===== config.mk =====
export PLATFORM = sky130hd
export DESIGN_NAME = cache_bank_top
export DESIGN_NICKNAME = d
export VERILOG_FILES = /design/src/rtl/cache_bank_pkg.sv /design/src/rtl/lookup_if.sv /design/src/rtl/srrip_victim_select.sv /design/src/rtl/data_store.sv /design/src/rtl/tag_store.sv /design/src/rtl/bank_controller.sv /design/src/rtl/cache_bank_top.sv
export SDC_FILE = /design/constraint.sdc
export NUM_CORES = 2
export LEC_CHECK = 0
export BUFFER_PORTS_ARGS = -buffer_cell sky130_fd_sc_hd__clkbuf_2
export CAP_MARGIN = 5
export CORE_MARGIN = 2
export CORE_UTILIZATION = 40
export DETAILED_ROUTE_END_ITERATION = 10
export GPL_ROUTABILITY_DRIVEN = 1
export HOLD_SLACK_MARGIN = 0.08
export REMOVE_ABC_BUFFERS = 1
export SLEW_MARGIN = 20
export SYNTH_ARGS = -nofsm -noshare
export SYNTH_HDL_FRONTEND = slang
export SYNTH_SLANG_ARGS = --single-unit

===== constraint.sdc =====
create_clock -name i_clk -period 8.2 [get_ports i_clk]
set_clock_uncertainty 0.15 [all_clocks]
set_input_delay 1.23 -clock i_clk [delete_from_list [all_inputs] [get_ports i_clk]]
set_output_delay 1.23 -clock i_clk [all_outputs]
set_load 0.005 [all_outputs]

===== src/rtl/cache_bank_pkg.sv =====
`default_nettype none

package cache_bank_pkg;

    // default geometry, the top level may override SETS and WAYS
    parameter int ADDR_W = 32;
    parameter int DATA_W = 32;
    parameter int SETS   = 16;
    parameter int WAYS   = 4;

    // address split: | tag | index | byte offset |
    parameter int OFFSET_W = $clog2(DATA_W / 8);
    parameter int INDEX_W  = $clog2(SETS);
    parameter int TAG_W    = ADDR_W - INDEX_W - OFFSET_W;

    typedef logic [ADDR_W-1:0]       addr_t;
    typedef logic [DATA_W-1:0]       data_t;
    typedef logic [TAG_W-1:0]        tag_t;
    typedef logic [INDEX_W-1:0]      set_idx_t;
    typedef logic [WAYS-1:0]         way_mask_t;
    typedef logic [$clog2(WAYS)-1:0] way_idx_t;
    typedef logic [1:0]              rrpv_t;

    // SRRIP re-reference prediction values
    parameter rrpv_t RRPV_MAX    = 2'd3;
    parameter rrpv_t RRPV_INSERT = 2'd2;

    typedef enum logic {
        OP_READ  = 1'b0,
        OP_WRITE = 1'b1
    } req_op_e;

    typedef enum logic [2:0] {
        S_IDLE,
        S_LOOKUP,
        S_WRITEBACK,
        S_FILL_REQ,
        S_FILL_WAIT,
        S_UPDATE,
        S_RESPOND
    } bank_state_e;

endpackage

`default_nettype wire


===== src/rtl/lookup_if.sv =====
`timescale 1ns/10ps
`default_nettype none

interface lookup_if #(
    parameter int SETS = cache_bank_pkg::SETS,
    parameter int WAYS = cache_bank_pkg::WAYS
);
    import cache_bank_pkg::*;

    localparam int IDX_W  = $clog2(SETS);
    localparam int WAY_W  = $clog2(WAYS);
    localparam int TAGL_W = ADDR_W - IDX_W - OFFSET_W;

    // controller side
    logic [IDX_W-1:0]  set_idx;
    logic [TAGL_W-1:0] tag;
    logic              lookup;
    logic              update;
    logic              install;
    logic              set_dirty;
    logic              clr_dirty;

    // tag store side
    logic [WAYS-1:0]   hit_mask;
    logic [WAY_W-1:0]  victim_way;
    logic              victim_dirty;
    logic [TAGL_W-1:0] victim_tag;

    modport ctrl (
        output set_idx, tag, lookup, update, install, set_dirty, clr_dirty,
        input  hit_mask, victim_way, victim_dirty, victim_tag
    );

    modport store (
        input  set_idx, tag, lookup, update, install, set_dirty, clr_dirty,
        output hit_mask, victim_way, victim_dirty, victim_tag
    );

endinterface

`default_nettype wire


===== src/rtl/srrip_victim_select.sv =====
`timescale 1ns/10ps
`default_nettype none

module srrip_victim_select #(
    parameter int WAYS = cache_bank_pkg::WAYS
) (
    input  cache_bank_pkg::rrpv_t    i_rrpv [WAYS],
    input  logic [WAYS-1:0]          i_valid,
    input  logic [WAYS-1:0]          i_hit_mask,
    output logic [$clog2(WAYS)-1:0]  o_victim_way,
    output cache_bank_pkg::rrpv_t    o_rrpv_next [WAYS]
);
    import cache_bank_pkg::*;

    localparam int WAY_W = $clog2(WAYS);

    rrpv_t max_rrpv;
    logic  hit;

    // -------------------------------------------------------------------------
    // victim choice
    // -------------------------------------------------------------------------
    always_comb begin
        max_rrpv = '0;
        for (int w = 0; w < WAYS; w++) begin
            if (i_rrpv[w] > max_rrpv) begin
                max_rrpv = i_rrpv[w];
            end
        end
        // scan downwards so the lowest matching way wins
        o_victim_way = '0;
        for (int w = WAYS - 1; w >= 0; w--) begin
            if (i_rrpv[w] == max_rrpv) begin
                o_victim_way = WAY_W'(w);
            end
        end
        // any free way beats the SRRIP choice
        for (int w = WAYS - 1; w >= 0; w--) begin
            if (!i_valid[w]) begin
                o_victim_way = WAY_W'(w);
            end
        end
    end

    // -------------------------------------------------------------------------
    // re-reference update
    // -------------------------------------------------------------------------
    assign hit = |i_hit_mask;

    always_comb begin
        for (int w = 0; w < WAYS; w++) begin
            o_rrpv_next[w] = i_rrpv[w];
            if (hit) begin
                if (i_hit_mask[w]) begin
                    o_rrpv_next[w] = '0;
                end
            end else if (o_victim_way == WAY_W'(w)) begin
                o_rrpv_next[w] = RRPV_INSERT;
            end else if (i_valid[w] && i_rrpv[w] != RRPV_MAX) begin
                o_rrpv_next[w] = i_rrpv[w] + 2'd1;
            end
        end
    end

endmodule

`default_nettype wire


===== src/rtl/data_store.sv =====
`timescale 1ns/10ps
`default_nettype none

module data_store #(
    parameter int SETS = cache_bank_pkg::SETS,
    parameter int WAYS = cache_bank_pkg::WAYS
) (
    input  logic                     i_clk,
    input  logic [$clog2(SETS)-1:0]  i_set,
    input  logic [$clog2(WAYS)-1:0]  i_way,
    input  logic                     i_rd,
    input  logic                     i_wr,
    input  cache_bank_pkg::data_t    i_wdata,
    output cache_bank_pkg::data_t    o_rdata
);

    // one word per line, SETS x WAYS entries
    logic [$bits(i_wdata)-1:0] mem [SETS][WAYS];

    // read data holds until the next read
    always_ff @(posedge i_clk) begin
        if (i_wr) begin
            mem[i_set][i_way] <= i_wdata;
        end
        if (i_rd) begin
            o_rdata <= mem[i_set][i_way];
        end
    end

endmodule

`default_nettype wire


===== src/rtl/tag_store.sv =====
`timescale 1ns/10ps
`default_nettype none

module tag_store #(
    parameter int SETS = cache_bank_pkg::SETS,
    parameter int WAYS = cache_bank_pkg::WAYS
) (
    input  logic                     i_clk,
    input  logic                     i_rst_n,
    lookup_if.store                  lk,
    output cache_bank_pkg::rrpv_t    o_rrpv [WAYS],
    output logic [WAYS-1:0]          o_valid,
    input  logic [$clog2(WAYS)-1:0]  i_victim_way,
    input  cache_bank_pkg::rrpv_t    i_rrpv_next [WAYS]
);
    import cache_bank_pkg::*;

    localparam int IDX_W  = $clog2(SETS);
    localparam int WAY_W  = $clog2(WAYS);
    localparam int TAGL_W = ADDR_W - IDX_W - OFFSET_W;

    logic [TAGL_W-1:0] tag_mem [SETS][WAYS];
    logic [WAYS-1:0]   valid_q [SETS];
    logic [WAYS-1:0]   dirty_q [SETS];
    rrpv_t             rrpv_q  [SETS][WAYS];
    logic [IDX_W-1:0]  rd_set;
    logic [WAYS-1:0]   sel_way;

    // parallel compare over the registered set
    always_comb begin
        for (int w = 0; w < WAYS; w++) begin
            lk.hit_mask[w] = valid_q[rd_set][w] && (tag_mem[rd_set][w] == lk.tag);
            o_rrpv[w]      = rrpv_q[rd_set][w];
        end
    end

    // way touched by the dirty strobes: victim on install, hit way otherwise
    always_comb begin
        for (int w = 0; w < WAYS; w++) begin
            sel_way[w] = lk.install ? (i_victim_way == WAY_W'(w)) : lk.hit_mask[w];
        end
    end

    assign o_valid         = valid_q[rd_set];
    assign lk.victim_way   = i_victim_way;
    assign lk.victim_dirty = valid_q[rd_set][i_victim_way] && dirty_q[rd_set][i_victim_way];
    assign lk.victim_tag   = tag_mem[rd_set][i_victim_way];

    always_ff @(posedge i_clk or negedge i_rst_n) begin
        if (!i_rst_n) begin
            rd_set <= '0;
            for (int s = 0; s < SETS; s++) begin
                valid_q[s] <= '0;
                dirty_q[s] <= '0;
                for (int w = 0; w < WAYS; w++) begin
                    rrpv_q[s][w] <= RRPV_MAX;
                end
            end
        end else begin
            if (lk.lookup) begin
                rd_set <= lk.set_idx;
            end
            if (lk.update) begin
                for (int w = 0; w < WAYS; w++) begin
                    rrpv_q[rd_set][w] <= i_rrpv_next[w];
                end
            end
            if (lk.install) begin
                valid_q[rd_set][i_victim_way] <= 1'b1;
            end
            for (int w = 0; w < WAYS; w++) begin
                if (sel_way[w] && lk.set_dirty) begin
                    dirty_q[rd_set][w] <= 1'b1;
                end else if (sel_way[w] && lk.clr_dirty) begin
                    dirty_q[rd_set][w] <= 1'b0;
                end
            end
        end
    end

    always_ff @(posedge i_clk) begin
        if (lk.install) begin
            tag_mem[rd_set][i_victim_way] <= lk.tag;
        end
    end

    // a tag lives in at most one way of a set
    a_hit_onehot: assert property (
        @(posedge i_clk) disable iff (!i_rst_n)
        $onehot0(lk.hit_mask)
    );

endmodule

`default_nettype wire


===== src/rtl/bank_controller.sv =====
`timescale 1ns/10ps
`default_nettype none

module bank_controller #(
    parameter int SETS = cache_bank_pkg::SETS,
    parameter int WAYS = cache_bank_pkg::WAYS
) (
    input  logic                      i_clk,
    input  logic                      i_rst_n,
    input  logic                      i_req_valid,
    output logic                      o_req_ready,
    input  cache_bank_pkg::req_op_e   i_req_op,
    input  cache_bank_pkg::addr_t     i_req_addr,
    input  cache_bank_pkg::data_t     i_req_wdata,
    output logic                      o_rsp_valid,
    input  logic                      i_rsp_ready,
    output cache_bank_pkg::data_t     o_rsp_rdata,
    output logic                      o_mem_req_valid,
    input  logic                      i_mem_req_ready,
    output logic                      o_mem_we,
    output cache_bank_pkg::addr_t     o_mem_addr,
    output cache_bank_pkg::data_t     o_mem_wdata,
    input  logic                      i_mem_rvalid,
    output logic                      o_mem_rready,
    input  cache_bank_pkg::data_t     i_mem_rdata,
    lookup_if.ctrl                    lk,
    output logic [$clog2(SETS)-1:0]   o_data_set,
    output logic [$clog2(WAYS)-1:0]   o_data_way,
    output logic                      o_data_rd,
    output logic                      o_data_wr,
    output cache_bank_pkg::data_t     o_data_wdata,
    input  cache_bank_pkg::data_t     i_data_rdata
);
    import cache_bank_pkg::*;

    localparam int IDX_W  = $clog2(SETS);
    localparam int WAY_W  = $clog2(WAYS);
    localparam int TAGL_W = ADDR_W - IDX_W - OFFSET_W;

    bank_state_e       state_q;
    bank_state_e       state_d;
    req_op_e           op_q;
    addr_t             addr_q;
    data_t             wdata_q;
    data_t             rdata_q;
    logic [IDX_W-1:0]  set_q;
    logic [TAGL_W-1:0] tag_q;
    logic [WAY_W-1:0]  hit_way;
    logic              hit;
    logic              accept;

    assign set_q  = addr_q[OFFSET_W +: IDX_W];
    assign tag_q  = addr_q[ADDR_W-1 -: TAGL_W];
    assign accept = i_req_valid && (state_q == S_IDLE);

    // hit mask is one-hot, so a plain OR-encode is enough
    always_comb begin
        hit_way = '0;
        for (int w = 0; w < WAYS; w++) begin
            if (lk.hit_mask[w]) begin
                hit_way = hit_way | WAY_W'(w);
            end
        end
    end
    assign hit = |lk.hit_mask;

    // -------------------------------------------------------------------------
    // request FSM
    // -------------------------------------------------------------------------
    always_comb begin
        state_d = state_q;
        case (state_q)
            S_IDLE:      if (i_req_valid) state_d = S_LOOKUP;
            S_LOOKUP: begin
                if (hit) begin
                    state_d = S_UPDATE;
                end else if (lk.victim_dirty) begin
                    state_d = S_WRITEBACK;
                end else if (op_q == OP_READ) begin
                    state_d = S_FILL_REQ;
                end else begin
                    state_d = S_UPDATE;
                end
            end
            S_WRITEBACK: begin
                if (i_mem_req_ready) begin
                    state_d = (op_q == OP_READ) ? S_FILL_REQ : S_UPDATE;
                end
            end
            S_FILL_REQ:  if (i_mem_req_ready) state_d = S_FILL_WAIT;
            S_FILL_WAIT: if (i_mem_rvalid) state_d = S_UPDATE;
            S_UPDATE:    state_d = S_RESPOND;
            S_RESPOND:   if (i_rsp_ready) state_d = S_IDLE;
            default:     state_d = S_IDLE;
        endcase
    end

    always_ff @(posedge i_clk or negedge i_rst_n) begin
        if (!i_rst_n) begin
            state_q <= S_IDLE;
        end else begin
            state_q <= state_d;
        end
    end

    // request payload and response word
    always_ff @(posedge i_clk) begin
        if (accept) begin
            op_q    <= i_req_op;
            addr_q  <= i_req_addr;
            wdata_q <= i_req_wdata;
        end
        if (state_q == S_FILL_WAIT && i_mem_rvalid) begin
            rdata_q <= i_mem_rdata;
        end else if (state_q == S_UPDATE) begin
            if (op_q == OP_WRITE) begin
                rdata_q <= wdata_q;
            end else if (hit) begin
                rdata_q <= i_data_rdata;
            end
        end
    end

    // tag store strobes
    assign lk.set_idx   = (state_q == S_IDLE) ? i_req_addr[OFFSET_W +: IDX_W] : set_q;
    assign lk.tag       = tag_q;
    assign lk.lookup    = accept;
    assign lk.update    = (state_q == S_UPDATE);
    assign lk.install   = lk.update && !hit;
    assign lk.set_dirty = lk.update && (op_q == OP_WRITE);
    assign lk.clr_dirty = lk.install && (op_q == OP_READ);

    // data array: read hit or victim way in lookup, write on update
    assign o_data_set   = set_q;
    assign o_data_way   = hit ? hit_way : lk.victim_way;
    assign o_data_rd    = (state_q == S_LOOKUP);
    assign o_data_wr    = lk.update && ((op_q == OP_WRITE) || !hit);
    assign o_data_wdata = (op_q == OP_WRITE) ? wdata_q : rdata_q;

    // DRAM channels, the victim word stays on the data store output
    assign o_mem_req_valid = (state_q == S_WRITEBACK) || (state_q == S_FILL_REQ);
    assign o_mem_we        = (state_q == S_WRITEBACK);
    assign o_mem_addr      = o_mem_we ? {lk.victim_tag, set_q, {OFFSET_W{1'b0}}}
                                      : {addr_q[ADDR_W-1:OFFSET_W], {OFFSET_W{1'b0}}};
    assign o_mem_wdata     = i_data_rdata;
    assign o_mem_rready    = (state_q == S_FILL_WAIT);

    assign o_req_ready = (state_q == S_IDLE);
    assign o_rsp_valid = (state_q == S_RESPOND);
    assign o_rsp_rdata = rdata_q;

    a_rsp_stable: assert property (
        @(posedge i_clk) disable iff (!i_rst_n)
        o_rsp_valid && !i_rsp_ready |=> o_rsp_valid && $stable(o_rsp_rdata)
    );

    a_mem_req_stable: assert property (
        @(posedge i_clk) disable iff (!i_rst_n)
        o_mem_req_valid && !i_mem_req_ready |=>
            o_mem_req_valid && $stable({o_mem_we, o_mem_addr, o_mem_wdata})
    );

endmodule

`default_nettype wire


===== src/rtl/cache_bank_top.sv =====
`timescale 1ns/10ps
`default_nettype none

module cache_bank_top #(
    parameter int SETS = cache_bank_pkg::SETS,
    parameter int WAYS = cache_bank_pkg::WAYS
) (
    input  logic                      i_clk,
    input  logic                      i_rst_n,
    // processing element request / response
    input  logic                      i_req_valid,
    output logic                      o_req_ready,
    input  cache_bank_pkg::req_op_e   i_req_op,
    input  cache_bank_pkg::addr_t     i_req_addr,
    input  cache_bank_pkg::data_t     i_req_wdata,
    output logic                      o_rsp_valid,
    input  logic                      i_rsp_ready,
    output cache_bank_pkg::data_t     o_rsp_rdata,
    // DRAM port
    output logic                      o_mem_req_valid,
    input  logic                      i_mem_req_ready,
    output logic                      o_mem_we,
    output cache_bank_pkg::addr_t     o_mem_addr,
    output cache_bank_pkg::data_t     o_mem_wdata,
    input  logic                      i_mem_rvalid,
    output logic                      o_mem_rready,
    input  cache_bank_pkg::data_t     i_mem_rdata
);
    import cache_bank_pkg::*;

    localparam int IDX_W = $clog2(SETS);
    localparam int WAY_W = $clog2(WAYS);

    lookup_if #(.SETS(SETS), .WAYS(WAYS)) lookup ();

    // replacement state of the looked-up set
    rrpv_t            rrpv      [WAYS];
    rrpv_t            rrpv_next [WAYS];
    logic [WAYS-1:0]  valid_mask;
    logic [WAY_W-1:0] victim_way;

    // data array port
    logic [IDX_W-1:0] data_set;
    logic [WAY_W-1:0] data_way;
    logic             data_rd;
    logic             data_wr;
    data_t            data_wdata;
    data_t            data_rdata;

    bank_controller #(.SETS(SETS), .WAYS(WAYS)) u_ctrl (
        .i_clk           (i_clk),
        .i_rst_n         (i_rst_n),
        .i_req_valid     (i_req_valid),
        .o_req_ready     (o_req_ready),
        .i_req_op        (i_req_op),
        .i_req_addr      (i_req_addr),
        .i_req_wdata     (i_req_wdata),
        .o_rsp_valid     (o_rsp_valid),
        .i_rsp_ready     (i_rsp_ready),
        .o_rsp_rdata     (o_rsp_rdata),
        .o_mem_req_valid (o_mem_req_valid),
        .i_mem_req_ready (i_mem_req_ready),
        .o_mem_we        (o_mem_we),
        .o_mem_addr      (o_mem_addr),
        .o_mem_wdata     (o_mem_wdata),
        .i_mem_rvalid    (i_mem_rvalid),
        .o_mem_rready    (o_mem_rready),
        .i_mem_rdata     (i_mem_rdata),
        .lk              (lookup.ctrl),
        .o_data_set      (data_set),
        .o_data_way      (data_way),
        .o_data_rd       (data_rd),
        .o_data_wr       (data_wr),
        .o_data_wdata    (data_wdata),
        .i_data_rdata    (data_rdata)
    );

    tag_store #(.SETS(SETS), .WAYS(WAYS)) u_tags (
        .i_clk        (i_clk),
        .i_rst_n      (i_rst_n),
        .lk           (lookup.store),
        .o_rrpv       (rrpv),
        .o_valid      (valid_mask),
        .i_victim_way (victim_way),
        .i_rrpv_next  (rrpv_next)
    );

    srrip_victim_select #(.WAYS(WAYS)) u_victim (
        .i_rrpv       (rrpv),
        .i_valid      (valid_mask),
        .i_hit_mask   (lookup.hit_mask),
        .o_victim_way (victim_way),
        .o_rrpv_next  (rrpv_next)
    );

    data_store #(.SETS(SETS), .WAYS(WAYS)) u_data (
        .i_clk   (i_clk),
        .i_set   (data_set),
        .i_way   (data_way),
        .i_rd    (data_rd),
        .i_wr    (data_wr),
        .i_wdata (data_wdata),
        .o_rdata (data_rdata)
    );

endmodule

`default_nettype wire


==> flow_metrics.tcl <==
set metrics [dict create \
    hold_viol 0 \
    dr_wl_met2_mm 218 \
    port_buffers 199 \
    seq_area_frac_synth_pct 74.4 \
    drive_above_1_share_pct 33.3 \
    pwr-share-seq_pct 39.3 \
    drtIter0Drc 10222 \
    cts_buffers 409 \
    min_from "i_req_wdata[4]" \
    start_util_pct 40.1 \
    hpwl_mm 279 \
    p_sw_mw 21.3 \
    cts_max_level 5 \
    worstPathMaxFanout 7 \
    grt_use_total_pct 21.5 \
    synth_area_per_cell_sq_um 20.8 \
    top_layer "met5" \
    crit_family "multiplexers" \
    grt_setup_unrepaired "true" \
    worstHoldPathType "in -> reg" \
    timing.final.crit_share_pct 104 \
    synth_edf_count 3839 \
    areaGrowthSynthToFinish_pct 16.8 \
    routedWlPerCell_um 31.3 \
    yosys_warnings 0 \
    crit_required_ns 6.82 \
    dr_total_vias 84044 \
    ant_nets 0 \
    power.share.combinational_pct 33.0 \
    ys_top_cells_by_area "edfxtp_1 (70%), mux4_2 (15%), mux2i_1 (2.6%), dfrtp_1 (2.1%), dfstp_2 (2.0%)" \
    arrival_ns 7.14 \
    yosysMostFrequentCell "edfxtp_1" \
    grt_max_degree 147 \
    rrSetupSlack_ns 0.55 \
    synthCells 7905 \
    nFillCells 33634 \
    synth_top_area_cell "edfxtp_1" \
    max_clock_freq_mhz 117 \
    cts-root-buf "clkbuf_16" \
    nNetsFinal 8798 \
    synth-seq-cells 4106 \
    clk_pin_slew_ns 0.06 \
    dr.pass1.iters 7 \
    fp-row-count 235 \
    cp_num_buf_inv 6 \
    synthArstFlopShare_pct 6.41 \
    fin_ws_ns -0.317 \
    criticalPathCategory "reg -> out" \
    p_int_mw 43.6 \
    final_max_slew_viol_count 0 \
    pin_count 204 \
    setup_viol_count_final 26 \
    finalPower_mw 64.9 \
    power_density_nw_per_um2 338 \
    via_per_inst 5.81 \
    crit_path_frequent_cell "mux4_2" \
    tightest_slew_ns 1.17 \
    period_minus_slack_ns 8.52 \
    hold_path_depth 1 \
    power.share.switching_pct 32.8 \
    synth_top_area_share_pct 70.2 \
    gp_congestion 0.923 \
    clock_latency_ns 1.00 \
    die_x_um 645 \
    wl_met3_mm 34.0 \
    maxCapViolCount 0 \
    cts.path.max_buffers 4 \
    leakagePower_nw 62.3 \
    m1WireLength_mm 187 \
    routed_wirelength_mm 453 \
    whs_endpoint "u_ctrl.wdata_q[4]" \
    cts_sinks 4106 \
    die_area_sq_um 416000 \
    grt_pass1_wl_mm 641 \
    ir_worst_vdd_mv 0.495 \
    reg2reg_from "u_tags.rd_set[0]" \
    max_stage_delay_ns 0.55 \
    grt_pass1_vias 84727 \
    clockPowerShare_pct 27.7 \
    crit_cells 29 \
    fin_util_pct 46.8 \
    cp-start-kind "flop" \
    die_h_um 645 \
    synth.distinct_cells 98 \
    cts_tree "done" \
    synth_commonest_cells "edfxtp_1 (3839), mux4_2 (1070), mux2i_1 (434)" \
    max-slew-margin-rel_pct 21.9 \
    endpoint_kind "output pin" \
    antenna_found_initial 13 \
    critPathSlowestCell "mux4_2" \
    gr-total-overflow 0 \
    violations "setup timing" \
    r2r-end "u_data.mem[14][120]" \
    core_area_sq_um 409000 \
    drc_errors 0 \
    syn_area_sq_um 164000 \
    dominantRegCellSynth "edfxtp_1" \
    r2r_cells 33 \
    status "complete, but fails checks" \
]
## per-stage QoR
| stage | hold WS (ns) | area, sq um | setup WS, ns | setup TNS [ns] | cells |
|---|---|---|---|---|---|
| 3_5_place_dp | 0.299 | 178000 | 0.0615 | 0 | 13682 |
| 4_1_cts | 0.201 | 191000 | -0.313 | -5.85 | 14456 |
| 3_3_place_gp | 0.295 | 178000 | -0.0904 | -0.118 | 13679 |
| 5_1_grt | 0.241 | 192000 | -0.501 | -10.72 | 14475 |
| 6_report | 0.271 | 192000 | -0.317 | -5.56 | 14477 |
| 2_1_floorplan | 0.279 | 162000 | -21.72 | - | 7466 |
## layout make-up
class / count / area [sq um] / area share (%)
Antenna cell: 4 / 10.0 / 0.00522
Clock buffer: 530 / 10900 / 5.70
Clock inverter: 223 / 1850 / 0.966
Inverter: 58 / 230 / 0.120
Multi-Input combinational cell: 3303 / 41000 / 21.4
Sequential cell: 4106 / 122000 / 63.7
Tap cell: 5451 / 6820 / 3.56
Timing Repair Buffer: 802 / 8710 / 4.54
## cell families (layout without fill, tap and decap cells)
family	after synthesis	in the layout	synth area share, %
adders and majority gates	15	15	0.114
DFF	4106	4106	74.4
xor gates and xnor gates	106	106	0.566
buffers and inverters	498	1613	1.52
other	1	6	0.00228
muxes	1662	1662	18.4
and+or+nand+nor	944	945	2.62
AOI/OAI and AO/OA	573	573	2.39
## registers in the layout (all words and copies together), names as in the netlist, named ones only
name                cells
u_ctrl.state_q          3
u_ctrl.wdata_q         32
u_tags.rrpv_q         128
u_data.mem           2048
u_tags.tag_mem       1664
u_tags.rd_set           4
u_tags.valid_q         64
u_ctrl.op_q             1
u_data.o_rdata         32
u_ctrl.o_rsp_rdata     32
u_ctrl.addr_q          30
## what timing repair did
| item | in CTS | in global routing |
|---|---|---|
| cloned | 3 | 1 |
| endpoints found under the hold margin | 0 | 31 |
| hold buffers | 0 | 1 |
| gates resized for setup | 94 | 65 |
| endpoints found under the setup margin | 26 | 26 |
| pin swaps | 30 | 36 |
| buffers inserted | 20 | 17 |
## cell usage in the layout (no fill, tap or decap), types with 105 or more instances in the layout
cell and n:
buf_12 236, clkbuf_2 183, dfrtp_1 131, buf_4 336
o21ai_0 150, nor2_1 172, nand2_1 351, nor2_4 117
mux2i_1 430, edfxtp_1 3839, mux2_2 141, dfstp_2 128
clkbuf_1 105, clkbuf_16 418, mux4_2 1070
## worst max path at each step
stage	startpoint	end	slack, ns
CTS	u_tags.rd_set[0]	o_mem_addr[23]	-0.31
global placement	u_tags.rd_set[0]	o_mem_addr[20]	-0.09
finish	u_tags.rd_set[0]	o_mem_addr[7]	-0.32
detailed placement	u_tags.rd_set[0]	o_mem_addr[20]	0.06
global route	u_tags.rd_set[0]	o_mem_addr[23]	-0.50
floorplan	u_tags.rd_set[1]	u_data.mem[15][32]	-21.72
## layer usage
layer  up-vias  track usage (%)
met1     45490             30.4
met3       636             3.51
met4         8             6.20
met5         -                0
li1      34259                -
met2      3651             34.5
## power groups by stage
stage	Clock (mW)	Sequential (mW)	Combinational (mW)
2_1_floorplan	0	27.0	13.5
3_3_place_gp	0	25.9	20.0
3_5_place_dp	0	25.9	20.2
4_1_cts	18.3	25.5	20.9
5_1_grt	19.1	25.5	22.4
6_report	18.0	25.5	21.4
Power figures use the tool's default switching activity.
